===== src/rtl/hpdc_adapter_pkg.sv =====
/*
 * Shared definitions for the store-side cache adapter: widths,
 * transaction IDs, opcode and state encodings, and the flush policy.
 */
package hpdc_adapter_pkg;

    // ------------------------------------------------------------------------
    // Widths
    // ------------------------------------------------------------------------
    localparam int XLEN        = 64;
    localparam int PLEN        = 32;
    localparam int INDEX_WIDTH = 12;
    localparam int TAG_WIDTH   = PLEN - INDEX_WIDTH;
    localparam int BE_WIDTH    = XLEN / 8;
    localparam int SIZE_WIDTH  = 2;
    localparam int SID_WIDTH   = 3;
    localparam int TID_WIDTH   = 4;

    // Log2 of a 32-bit access
    localparam logic [SIZE_WIDTH-1:0] SIZE_WORD = 2'd2;

    // Transaction IDs, responses are routed by these
    localparam logic [TID_WIDTH-1:0] AMO_TID   = '1;
    localparam logic [TID_WIDTH-1:0] STORE_TID = '0;

    // Flush with invalidate when set
    localparam bit INVALIDATE_ON_FLUSH = 1'b0;

    // ------------------------------------------------------------------------
    // Encodings
    // ------------------------------------------------------------------------
    // Atomic opcodes as issued by the core
    typedef enum logic [3:0] {
        AMO_NONE,
        AMO_LR,
        AMO_SC,
        AMO_SWAP,
        AMO_ADD,
        AMO_AND,
        AMO_OR,
        AMO_XOR,
        AMO_MAX,
        AMO_MAXU,
        AMO_MIN,
        AMO_MINU
    } amo_op_e;

    // Cache request opcodes
    typedef enum logic [3:0] {
        REQ_LOAD,
        REQ_STORE,
        REQ_AMO_LR,
        REQ_AMO_SC,
        REQ_AMO_SWAP,
        REQ_AMO_ADD,
        REQ_AMO_AND,
        REQ_AMO_OR,
        REQ_AMO_XOR,
        REQ_AMO_MAX,
        REQ_AMO_MAXU,
        REQ_AMO_MIN,
        REQ_AMO_MINU,
        REQ_FLUSH_ALL,
        REQ_FLUSH_INVAL_ALL
    } cache_op_e;

    // Flush sequencer states
    typedef enum logic {
        FLUSH_IDLE,
        FLUSH_PEND
    } flush_state_e;

endpackage


===== src/rtl/amo_request_encoder.sv =====
/*
 * AMO request encoder. Translates the core atomic opcode to the cache
 * opcode and aligns write data and byte enables for word accesses.
 */
module amo_request_encoder
    import hpdc_adapter_pkg::*;
(
    input  amo_op_e               amo_atop_i,
    input  logic [XLEN-1:0]       amo_wdata_i,
    input  logic [SIZE_WIDTH-1:0] amo_size_i,
    input  logic                  amo_word_hi_i,

    output cache_op_e             amo_op_o,
    output logic [XLEN-1:0]       amo_data_o,
    output logic [BE_WIDTH-1:0]   amo_be_o
);

    logic amo_is_word;

    // ------------------------------------------------------------------------
    // Opcode translation
    // ------------------------------------------------------------------------
    always_comb begin
        case (amo_atop_i)
            AMO_LR:   amo_op_o = REQ_AMO_LR;
            AMO_SC:   amo_op_o = REQ_AMO_SC;
            AMO_SWAP: amo_op_o = REQ_AMO_SWAP;
            AMO_ADD:  amo_op_o = REQ_AMO_ADD;
            AMO_AND:  amo_op_o = REQ_AMO_AND;
            AMO_OR:   amo_op_o = REQ_AMO_OR;
            AMO_XOR:  amo_op_o = REQ_AMO_XOR;
            AMO_MAX:  amo_op_o = REQ_AMO_MAX;
            AMO_MAXU: amo_op_o = REQ_AMO_MAXU;
            AMO_MIN:  amo_op_o = REQ_AMO_MIN;
            AMO_MINU: amo_op_o = REQ_AMO_MINU;
            // NONE and undefined codes fall back to a plain load
            default:  amo_op_o = REQ_LOAD;
        endcase
    end

    // ------------------------------------------------------------------------
    // Data and byte enable alignment
    // ------------------------------------------------------------------------
    assign amo_is_word = (amo_size_i == SIZE_WORD);

    // Word operand copied to both halves so either lane is valid
    assign amo_data_o = amo_is_word ? {2{amo_wdata_i[XLEN/2-1:0]}} : amo_wdata_i;

    always_comb begin
        if (!amo_is_word) begin
            amo_be_o = '1;
        end else if (amo_word_hi_i) begin
            amo_be_o = {{(BE_WIDTH/2){1'b1}}, {(BE_WIDTH/2){1'b0}}};
        end else begin
            amo_be_o = {{(BE_WIDTH/2){1'b0}}, {(BE_WIDTH/2){1'b1}}};
        end
    end

endmodule


===== src/rtl/amo_response_tracker.sv =====
/*
 * AMO response tracker. Holds the single outstanding AMO flag, splits
 * cache responses by transaction ID and formats the AMO read data.
 */
module amo_response_tracker
    import hpdc_adapter_pkg::*;
(
    input  logic                  clk_i,
    input  logic                  rst_ni,

    input  logic                  amo_accept_i,
    input  logic [SIZE_WIDTH-1:0] amo_size_i,
    input  logic                  amo_word_hi_i,

    input  logic                  rsp_valid_i,
    input  logic [TID_WIDTH-1:0]  rsp_tid_i,
    input  logic [XLEN-1:0]       rsp_rdata_i,

    output logic                  amo_pending_o,
    output logic                  amo_rvalid_o,
    output logic [XLEN-1:0]       amo_rdata_o,
    output logic                  store_rvalid_o
);

    logic               amo_pending_q;
    logic [XLEN/2-1:0]  rsp_word;

    // ------------------------------------------------------------------------
    // Response routing
    // ------------------------------------------------------------------------
    assign amo_rvalid_o   = rsp_valid_i && (rsp_tid_i == AMO_TID);
    assign store_rvalid_o = rsp_valid_i && (rsp_tid_i != AMO_TID);

    // Pick the addressed half, then sign extend for word AMOs
    assign rsp_word = amo_word_hi_i ? rsp_rdata_i[XLEN-1:XLEN/2] : rsp_rdata_i[XLEN/2-1:0];

    assign amo_rdata_o = (amo_size_i == SIZE_WORD)
                       ? {{(XLEN/2){rsp_word[XLEN/2-1]}}, rsp_word}
                       : rsp_rdata_i;

    // ------------------------------------------------------------------------
    // Outstanding AMO flag
    // ------------------------------------------------------------------------
    always_ff @(posedge clk_i or negedge rst_ni) begin
        if (!rst_ni) begin
            amo_pending_q <= 1'b0;
        end else if (amo_accept_i) begin
            amo_pending_q <= 1'b1;
        end else if (amo_rvalid_o) begin
            amo_pending_q <= 1'b0;
        end
    end

    assign amo_pending_o = amo_pending_q;

endmodule


===== src/rtl/cache_request_mux.sv =====
/*
 * Cache request multiplexer. Selects AMO, store or flush by fixed
 * priority, builds the request fields and returns the grants.
 */
module cache_request_mux
    import hpdc_adapter_pkg::*;
(
    input  logic                   store_preq_i,
    input  logic [PLEN-1:0]        store_paddr_i,
    input  logic [XLEN-1:0]        store_wdata_i,
    input  logic [BE_WIDTH-1:0]    store_be_i,
    input  logic [SIZE_WIDTH-1:0]  store_size_i,
    input  logic                   store_cacheable_i,

    input  logic                   amo_preq_i,
    input  logic                   amo_pending_i,
    input  logic [PLEN-1:0]        amo_paddr_i,
    input  cache_op_e              amo_op_i,
    input  logic [XLEN-1:0]        amo_data_i,
    input  logic [BE_WIDTH-1:0]    amo_be_i,
    input  logic [SIZE_WIDTH-1:0]  amo_size_i,
    input  logic                   amo_cacheable_i,

    input  logic                   flush_req_i,
    input  logic [SID_WIDTH-1:0]   hpdc_sid_i,
    input  logic                   req_ready_i,

    output logic                   req_valid_o,
    output logic [INDEX_WIDTH-1:0] req_addr_offset_o,
    output logic [TAG_WIDTH-1:0]   req_addr_tag_o,
    output logic [XLEN-1:0]        req_wdata_o,
    output cache_op_e              req_op_o,
    output logic [BE_WIDTH-1:0]    req_be_o,
    output logic [SIZE_WIDTH-1:0]  req_size_o,
    output logic [SID_WIDTH-1:0]   req_sid_o,
    output logic [TID_WIDTH-1:0]   req_tid_o,
    output logic                   req_need_rsp_o,
    output logic                   req_phys_indexed_o,
    output logic                   req_uncacheable_o,

    output logic                   store_pgnt_o,
    output logic                   amo_pgnt_o,
    output logic                   flush_gnt_o
);

    logic sel_amo, sel_store, sel_flush;

    // ------------------------------------------------------------------------
    // Fixed priority select
    // ------------------------------------------------------------------------
    // A pending AMO drops out of arbitration entirely
    assign sel_amo   = amo_preq_i && !amo_pending_i;
    assign sel_store = !sel_amo && store_preq_i;
    assign sel_flush = !sel_amo && !store_preq_i && flush_req_i;

    assign req_valid_o  = sel_amo || sel_store || sel_flush;
    assign amo_pgnt_o   = sel_amo && req_ready_i;
    assign store_pgnt_o = sel_store && req_ready_i;
    assign flush_gnt_o  = sel_flush && req_ready_i;

    assign req_sid_o = hpdc_sid_i;

    // ------------------------------------------------------------------------
    // Request fields
    // ------------------------------------------------------------------------
    always_comb begin
        if (sel_amo) begin
            req_addr_offset_o  = amo_paddr_i[INDEX_WIDTH-1:0];
            req_addr_tag_o     = amo_paddr_i[PLEN-1:INDEX_WIDTH];
            req_wdata_o        = amo_data_i;
            req_op_o           = amo_op_i;
            req_be_o           = amo_be_i;
            req_size_o         = amo_size_i;
            req_tid_o          = AMO_TID;
            req_need_rsp_o     = 1'b1;
            req_phys_indexed_o = 1'b1;
            req_uncacheable_o  = !amo_cacheable_i;
        end else if (sel_store) begin
            req_addr_offset_o  = store_paddr_i[INDEX_WIDTH-1:0];
            req_addr_tag_o     = store_paddr_i[PLEN-1:INDEX_WIDTH];
            req_wdata_o        = store_wdata_i;
            req_op_o           = REQ_STORE;
            req_be_o           = store_be_i;
            req_size_o         = store_size_i;
            req_tid_o          = STORE_TID;
            req_need_rsp_o     = 1'b0;
            req_phys_indexed_o = 1'b1;
            req_uncacheable_o  = !store_cacheable_i;
        end else begin
            // Flush fields, also the idle default
            req_addr_offset_o  = '0;
            req_addr_tag_o     = '0;
            req_wdata_o        = '0;
            req_op_o           = INVALIDATE_ON_FLUSH ? REQ_FLUSH_INVAL_ALL : REQ_FLUSH_ALL;
            req_be_o           = '0;
            req_size_o         = '0;
            req_tid_o          = STORE_TID;
            req_need_rsp_o     = 1'b1;
            req_phys_indexed_o = 1'b0;
            req_uncacheable_o  = 1'b0;
        end
    end

endmodule


===== src/rtl/flush_sequencer.sv =====
/*
 * Flush sequencer. Issues one whole-cache flush per core request and
 * acknowledges it when the cache answers with the store ID.
 */
module flush_sequencer
    import hpdc_adapter_pkg::*;
(
    input  logic                 clk_i,
    input  logic                 rst_ni,

    input  logic                 flush_i,
    input  logic                 flush_gnt_i,
    input  logic                 rsp_valid_i,
    input  logic [TID_WIDTH-1:0] rsp_tid_i,

    output logic                 flush_req_o,
    output logic                 flush_ack_o
);

    flush_state_e state_q, state_d;

    always_ff @(posedge clk_i or negedge rst_ni) begin
        if (!rst_ni) begin
            state_q <= FLUSH_IDLE;
        end else begin
            state_q <= state_d;
        end
    end

    always_comb begin
        state_d     = state_q;
        flush_req_o = 1'b0;
        flush_ack_o = 1'b0;

        case (state_q)
            FLUSH_IDLE: begin
                flush_req_o = flush_i;
                // Only our own grant moves us on
                if (flush_gnt_i) begin
                    state_d = FLUSH_PEND;
                end
            end
            FLUSH_PEND: begin
                if (rsp_valid_i && (rsp_tid_i == STORE_TID)) begin
                    flush_ack_o = 1'b1;
                    state_d     = FLUSH_IDLE;
                end
            end
            default: begin
                state_d = FLUSH_IDLE;
            end
        endcase
    end

endmodule


===== src/rtl/hpdc_store_adapter.sv =====
/*
 * Store-side cache adapter. Connects the core store, AMO and flush
 * channels to the L1 data cache request and response ports.
 */
module hpdc_store_adapter
    import hpdc_adapter_pkg::*;
(
    input  logic                   clk_i,
    input  logic                   rst_ni,
    input  logic [SID_WIDTH-1:0]   hpdc_sid_i,

    // Store channel
    input  logic                   store_preq_i,
    input  logic [PLEN-1:0]        store_paddr_i,
    input  logic [XLEN-1:0]        store_wdata_i,
    input  logic [BE_WIDTH-1:0]    store_be_i,
    input  logic [SIZE_WIDTH-1:0]  store_size_i,
    input  logic                   store_cacheable_i,
    output logic                   store_pgnt_o,
    output logic                   store_rvalid_o,

    // AMO channel
    input  logic                   amo_preq_i,
    input  amo_op_e                amo_atop_i,
    input  logic [PLEN-1:0]        amo_paddr_i,
    input  logic [XLEN-1:0]        amo_wdata_i,
    input  logic [SIZE_WIDTH-1:0]  amo_size_i,
    input  logic                   amo_cacheable_i,
    output logic                   amo_pgnt_o,
    output logic                   amo_rvalid_o,
    output logic [XLEN-1:0]        amo_rdata_o,

    // Flush
    input  logic                   flush_i,
    output logic                   flush_ack_o,

    // Cache request port
    output logic                   req_valid_o,
    input  logic                   req_ready_i,
    output logic [INDEX_WIDTH-1:0] req_addr_offset_o,
    output logic [TAG_WIDTH-1:0]   req_addr_tag_o,
    output logic [XLEN-1:0]        req_wdata_o,
    output cache_op_e              req_op_o,
    output logic [BE_WIDTH-1:0]    req_be_o,
    output logic [SIZE_WIDTH-1:0]  req_size_o,
    output logic [SID_WIDTH-1:0]   req_sid_o,
    output logic [TID_WIDTH-1:0]   req_tid_o,
    output logic                   req_need_rsp_o,
    output logic                   req_phys_indexed_o,
    output logic                   req_uncacheable_o,

    // Cache response port
    input  logic                   rsp_valid_i,
    input  logic [TID_WIDTH-1:0]   rsp_tid_i,
    input  logic [XLEN-1:0]        rsp_rdata_i
);

    logic                amo_word_hi;
    cache_op_e           amo_op;
    logic [XLEN-1:0]     amo_data;
    logic [BE_WIDTH-1:0] amo_be;
    logic                amo_pending;
    logic                flush_req;
    logic                flush_gnt;

    // Word lane select for both AMO directions
    assign amo_word_hi = amo_paddr_i[2];

    amo_request_encoder u_amo_enc (
        .amo_atop_i    (amo_atop_i),
        .amo_wdata_i   (amo_wdata_i),
        .amo_size_i    (amo_size_i),
        .amo_word_hi_i (amo_word_hi),
        .amo_op_o      (amo_op),
        .amo_data_o    (amo_data),
        .amo_be_o      (amo_be)
    );

    amo_response_tracker u_amo_rsp (
        .clk_i          (clk_i),
        .rst_ni         (rst_ni),
        .amo_accept_i   (amo_pgnt_o),
        .amo_size_i     (amo_size_i),
        .amo_word_hi_i  (amo_word_hi),
        .rsp_valid_i    (rsp_valid_i),
        .rsp_tid_i      (rsp_tid_i),
        .rsp_rdata_i    (rsp_rdata_i),
        .amo_pending_o  (amo_pending),
        .amo_rvalid_o   (amo_rvalid_o),
        .amo_rdata_o    (amo_rdata_o),
        .store_rvalid_o (store_rvalid_o)
    );

    flush_sequencer u_flush (
        .clk_i       (clk_i),
        .rst_ni      (rst_ni),
        .flush_i     (flush_i),
        .flush_gnt_i (flush_gnt),
        .rsp_valid_i (rsp_valid_i),
        .rsp_tid_i   (rsp_tid_i),
        .flush_req_o (flush_req),
        .flush_ack_o (flush_ack_o)
    );

    cache_request_mux u_req_mux (
        .store_preq_i       (store_preq_i),
        .store_paddr_i      (store_paddr_i),
        .store_wdata_i      (store_wdata_i),
        .store_be_i         (store_be_i),
        .store_size_i       (store_size_i),
        .store_cacheable_i  (store_cacheable_i),
        .amo_preq_i         (amo_preq_i),
        .amo_pending_i      (amo_pending),
        .amo_paddr_i        (amo_paddr_i),
        .amo_op_i           (amo_op),
        .amo_data_i         (amo_data),
        .amo_be_i           (amo_be),
        .amo_size_i         (amo_size_i),
        .amo_cacheable_i    (amo_cacheable_i),
        .flush_req_i        (flush_req),
        .hpdc_sid_i         (hpdc_sid_i),
        .req_ready_i        (req_ready_i),
        .req_valid_o        (req_valid_o),
        .req_addr_offset_o  (req_addr_offset_o),
        .req_addr_tag_o     (req_addr_tag_o),
        .req_wdata_o        (req_wdata_o),
        .req_op_o           (req_op_o),
        .req_be_o           (req_be_o),
        .req_size_o         (req_size_o),
        .req_sid_o          (req_sid_o),
        .req_tid_o          (req_tid_o),
        .req_need_rsp_o     (req_need_rsp_o),
        .req_phys_indexed_o (req_phys_indexed_o),
        .req_uncacheable_o  (req_uncacheable_o),
        .store_pgnt_o       (store_pgnt_o),
        .amo_pgnt_o         (amo_pgnt_o),
        .flush_gnt_o        (flush_gnt)
    );

endmodule


===== config.mk =====
export PLATFORM = sky130hd
export DESIGN_NAME = hpdc_store_adapter
export DESIGN_NICKNAME = d
export VERILOG_FILES = /design/src/rtl/hpdc_adapter_pkg.sv /design/src/rtl/amo_request_encoder.sv /design/src/rtl/amo_response_tracker.sv /design/src/rtl/cache_request_mux.sv /design/src/rtl/flush_sequencer.sv /design/src/rtl/hpdc_store_adapter.sv
export SDC_FILE = /design/constraint.sdc
export NUM_CORES = 1
export LEC_CHECK = 0
export BUFFER_PORTS_ARGS = -buffer_cell sky130_fd_sc_hd__buf_2
export CAP_MARGIN = 20
export CORE_AREA = 8 8 179 181
export DETAILED_ROUTE_END_ITERATION = 16
export DIE_AREA = 0 0 187 189
export HOLD_SLACK_MARGIN = 0.05
export PLACE_DENSITY = 0.34
export SETUP_SLACK_MARGIN = 0.3
export SLEW_MARGIN = 5
export SYNTH_ARGS = -nofsm -noshare
export SYNTH_HDL_FRONTEND = slang
export SYNTH_SLANG_ARGS = --single-unit
export TNS_END_PERCENT = 20

===== constraint.sdc =====
create_clock -name clk_i -period 2.31 [get_ports clk_i]
set_input_delay 0.462 -clock clk_i [delete_from_list [all_inputs] [get_ports clk_i]]
set_output_delay 0.462 -clock clk_i [all_outputs]
set_load 0.05 [all_outputs]

**Word level (Yosys, flattened, before mapping)**

Memories as Yosys holds them, arrays and structs flattened.
Index checks and enable logic that the tools add are counted.

- ROM bits: 64
- Output and inout bits: 190
- Register bits: 2
- Bits of input ports: 288
- Memories kept: 1
- Word-level logic and storage cells: 58

- Equality and inequality tests: 3
- Reductions and logical operators: 19
- Mux-type cells: 32
- Bitwise gates (word level): 1

Memories:

| memory | words | width | read ports | clocked after memory_dff | wr ports | RTL line | text |
|---|---|---|---|---|---|---|---|
| (name not given) | 16 | 4 | 1 | 0 | 0 | amo_request_encoder.sv:24 | `case (amo_atop_i)` |

Operators with widths:

| kind | number |
|---|---|
| 64-bit 2-to-1 mux | 4 |
| 20-bit 2-to-1 mux | 2 |
| 32-bit 2-to-1 mux | 1 |
| 8-bit 2-to-1 mux | 4 |
| 12-bit 2-to-1 mux | 2 |
| 1-bit 2-to-1 mux | 13 |
| 4-bit 2-to-1 mux | 3 |
| 1-bit logical AND | 10 |
| 1-bit zero test | 5 |
| 4-bit == test, second input constant | 1 |
| 4-bit zero test | 1 |
| 2-bit 2-to-1 mux | 2 |
| 4-bit inequality test, second input constant | 1 |
| 2-bit == test, second input constant | 1 |
| 1-bit logical OR | 2 |
| 1-bit case mux with 2 select lines | 1 |
| 2-bit nonzero test | 1 |
| 1-bit NOT | 1 |

**Depth between registers and ports, before layout**

- Depth in word-level cells: 8
- Mapped depth: 6
- Mapped depth without buffers: 4

**Hierarchy**

Synthesis repeated with hierarchy kept, for this count alone.

- Cells, all modules: 605
- Area total of the unflattened synthesis: 4280.4 um2

By module, submodules not included:

| module | area an instance (um2) | times used | cells each |
|---|---|---|---|
| cache_request_mux | 2142.1 | 1 | 391 |
| amo_response_tracker | 1124.8 | 1 | 117 |
| amo_request_encoder | 953.4 | 1 | 91 |
| flush_sequencer | 60.1 | 1 | 6 |

**Worst setup path before layout**

No wires, ideal clock.

- Path kind: input port to output port
- From: input amo_preq_i
- To: output req_op_o[1]
- Data required time: 1.848 ns
- Stages on the path: 5
- Setup slack: -0.244 ns
- Data arrival time: 2.092 ns
- Path through: nand2b_4 buf_6 buf_6 buf_2 a211oi_1

- Cells in the longest elaborated chain, start to end: 2

RTL lines:

| element | RTL line | text |
|---|---|---|
| start: declaration | hpdc_store_adapter.sv:23 | `input logic amo_preq_i,` |
| 1-bit logical AND | cache_request_mux.sv:52 | `assign sel_amo = amo_preq_i && !amo_pending_i;` |
| 4-bit 2-to-1 mux | cache_request_mux.sv:67 | `if (sel_amo) begin` |
| end: declaration | hpdc_store_adapter.sv:43 | `output cache_op_e req_op_o,` |

Every way passes these cells.

**Worst setup path after layout**

- From: input amo_size_i[0]
- To: output req_wdata_o[38]

- Cells in the longest elaborated chain, start to end: 3

RTL lines:

| element | RTL line | text |
|---|---|---|
| start: declaration | hpdc_store_adapter.sv:27 | `input logic [SIZE_WIDTH-1:0] amo_size_i,` |
| 2-bit == test | amo_request_encoder.sv:44 | `assign amo_is_word = (amo_size_i == SIZE_WORD);` |
| 64-bit 2-to-1 mux | amo_request_encoder.sv:47 | `assign amo_data_o = amo_is_word ? {2{amo_wdata_i[XLEN/2-1:0]}} : amo_wdata_i;` |
| 64-bit 2-to-1 mux | cache_request_mux.sv:67 |  |
| end: declaration | hpdc_store_adapter.sv:42 | `output logic [XLEN-1:0] req_wdata_o,` |

Every way passes these cells.

==> metrics.md <==
| Metric | Value |
|---|---|
| Power Density | 648 nW/µm² |
| Post-synthesis cell type count | 32 |
| Worst-Skew Late Latency | 0.22 ns |
| Main combinational cell family by area after synthesis | simple AND/OR/NAND/NOR gates |
| Routability cong. | ~0.78 |
| Max-slew violation count | 0 |
| Max clock buf depth | 2 |
| Placed cell areas | 5880 µm² |
| Final-report setup violation count | 0 |
| Synth top area cells | nand2_1, nand3_1, mux2_4, mux2i_1, a21o_1 |
| Layout cells sized above 1 | 61.8% |
| Final hold violations | 0 |
| Starting DRT DRC Count | 144 |
| TritonCTS clock tree | done |
| Async set or reset register ratio after synthesis | 100% |
| Row cnt | 63 |
| CP Class | in -> out |
| First-pass GRT wire length | 34.9 mm |
| Vias/cell | 3.97 |
| Max frequency | around 470 MHz |
| Post-Synth Adder-Cell Area | under 10% |
| Hold Crit Class | reg -> reg |
| Placed Cells | 1296 |
| Most frequent cell after synthesis | nand2_1 |
| Area grow syn2layout | 132% |
| Sink Count | 2 |
| Worst path arrival time | 1.66 ns |
| Seq cells post-synth | 2 |
| Post-synthesis sequential area ratio | 1.72% |
| Synth Area in Compound Gates | 18.0% |
| Setup repair after global routing missed its margin | yes |
| Combinational share of power | 92.9% |
| Synthesized instance count | 467 |
| Final instance area | a little under 7000 µm² |
| Post-synthesis simple-gate area fraction | 38.9% |
| P_leak | just over 4 nW |
| Sw frac | between 60% and 70% |
| Synth cell count leaders | nand2_1, nand3_1, o21ai_0, a21o_1, mux2i_1 |
| Crit path launch type | input port |
| Grt ovf | 0 |
| Area of the core | around 29000 µm² |
| Part of the power in registers | 1.2% |
| Switching Power | 2.79 mW |
| H-tree Lvls | 1 |
| Area leader, netlist | nand2_1 |
| CTS buffer count | 3 |
| Crit path capture type | output port |
| Net count reported at finish | 1217 |
| Vias | 5228 |
| Non-filler instance count after layout | 1316 |
| DIE HEIGHT | 189 µm |
| Initial antenna violation count | 1 |
| Root buffer cell | clkbuf_16 |
| Maxcap violations | 0 |
| Prevailing post-synth register cell | dfrtp_1 |
| ANT nets after route | 0 |
| Worst Max-Slew Pin Slew | 0.365 ns |
| Initial DRT Pass Iterations | 4 |
| Cell area after synthesis | 2910 µm² |
| Power share of the clock group | 5.9% |
| VDD IR max | 0.340 mV |
| DRC | 0 |
| Post-synth EDFFs | 0 |
| Total wire length | 25.2 mm |
| Worst-path clk slew | 0.03 ns |
| Synth top area share | 17.2% |
| Avg Cell Area, Syn | 6.22 µm² |
| Internal power | 1.57 mW |
| Period utilization | 91.9% |
| Tmin final | 2.12 ns |
| XOR/XNOR Fraction of Synth Area | 0% |
| Status | finished, final reports clean |
| Final HPWL DP | slightly above 20 mm |
| CP max FO | 6 |
| Setup TNS | 0 ns |
| Data required, critical path | 1.85 ns |
| Post-synthesis mux area share | between 20 and 30% |
| Largest net degree at the start of global routing | 67 |
| Relative slew slack | between 70% and 80% |
| Initial Util | 9.94% |
| Wire per inst | around 19 µm |
| Syn Nets | 758 |
| Die footprint | between 30000 and 40000 µm² |
| Die X-Extent | 187 µm |
| GRT Total Usage | 12.5% |
| Vias in the first global route | 5652 |
| Skew final | 0.0000597 ns |
| I/O Buffers | 471 |
| YS warnings | 0 |
| I/O pin cnt | 478 |
-- layer usage --
metal | global-route usage, % | part of all wire [%] | wire length (µm) | vias up
met5 | 0 | 0 | 0 | -
met4 | 3.05 | 2.0 | 492 | 0
met3 | 3.77 | 7.8 | 1960 | 28
met2 | 24.7 | 54 | 13500 | 305
met1 | 12.6 | 37 | 9210 | 2358
li1 | - | - | - | 2537
-- registers in the layout, summed over array words and instances, names as in the netlist --
name                     count
u_amo_rsp.amo_pending_o      1
u_flush.state_q              1
-- timing repair --
item / CTS / global route
pin swaps: 0 / 4
hold endpoints to repair: 2 / 0
setup buffers: 4 / 1
gates resized for setup: 78 / 100
hold buffers: 1 / 0
setup endpoints to repair: 154 / 175
gates cloned: 5 / 4
-- area by class of cell --
type,count,area [µm²]
Antenna cell,2,5.00
Fill cell,3330,22500
Sequential cell,2,50.0
Tap cell,390,488
Timing Repair Buffer,509,3460
Inverter,6,27.5
Clock buffer,3,75.1
Multi-Input combinational cell,404,2640
-- cells in the final DEF (no fill, tap or decap), types with 4 or more instances in the layout --
cell and instances:
a21o_1 36, a22o_1 4, buf_12 17, buf_16 5, buf_2 385, buf_4 53
buf_6 34, buf_8 8, clkbuf_16 7, inv_1 5, mux2_4 32, mux2i_1 28
nand2_1 131, nand3_1 98, o21ai_1 26, o21ai_2 9
-- kinds of logic after synthesis --
logic type,after synthesis
muxes,67
and+or+nand+nor,251
buffers and inverters,62
DFF,2
AOI/OAI and AO/OA,82
adders and majority gates,3
-- power groups by stage --
| stage | logic (mW) | clock network, mW | registers [mW] |
|---|---|---|---|
| after floorplan | 2.69 | 0 | 0.0498 |
| after global placement | 3.71 | 0 | 0.0519 |
| after detailed placement | 3.68 | 0 | 0.0519 |
| after CTS | 3.96 | 0.265 | 0.0517 |
| after global routing | 4.27 | 0.267 | 0.0529 |
| final | 4.06 | 0.259 | 0.0513 |
-- critical path, cell delays in order --
cell and delay, ns:
buf_8 0.10, nand2b_4 0.22, buf_12 0.17, buf_16 0.14, mux2i_4 0.18, o21ai_2 0.18
buf_6 0.19
-- stage by stage --
| stage | setup WS [ns] | power [mW] | hold slack (ns) | util, % |
|---|---|---|---|---|
| after global routing | 0.143 | 4.59 | 0.576 | 23.0 |
| after global placement | 0.115 | 3.76 | 0.250 | 20.1 |
| after detailed placement | 0.114 | 3.73 | 0.250 | 20.1 |
| after floorplan | 0.108 | 2.74 | 0.166 | - |
| final | 0.186 | 4.37 | 0.522 | 23.1 |
| after CTS | 0.203 | 4.28 | 0.530 | 21.8 |
-- worst paths after layout --
check                                   startpoint  slack (ns)  cells after the start                 endpoint
setup / recovery                     amo_size_i[0]        0.19                      7          req_wdata_o[38]
hold / removal             u_amo_rsp.amo_pending_o        0.52                      2  u_amo_rsp.amo_pending_o
setup reg to reg           u_amo_rsp.amo_pending_o        1.13                      4          u_flush.state_q
hold reg to reg            u_amo_rsp.amo_pending_o        0.52                      2  u_amo_rsp.amo_pending_o
max in group asynchronous                   rst_ni        1.63                      2  u_amo_rsp.amo_pending_o
min in group asynchronous                   rst_ni        0.58                      2          u_flush.state_q
(Power assumes the default switching activity.)
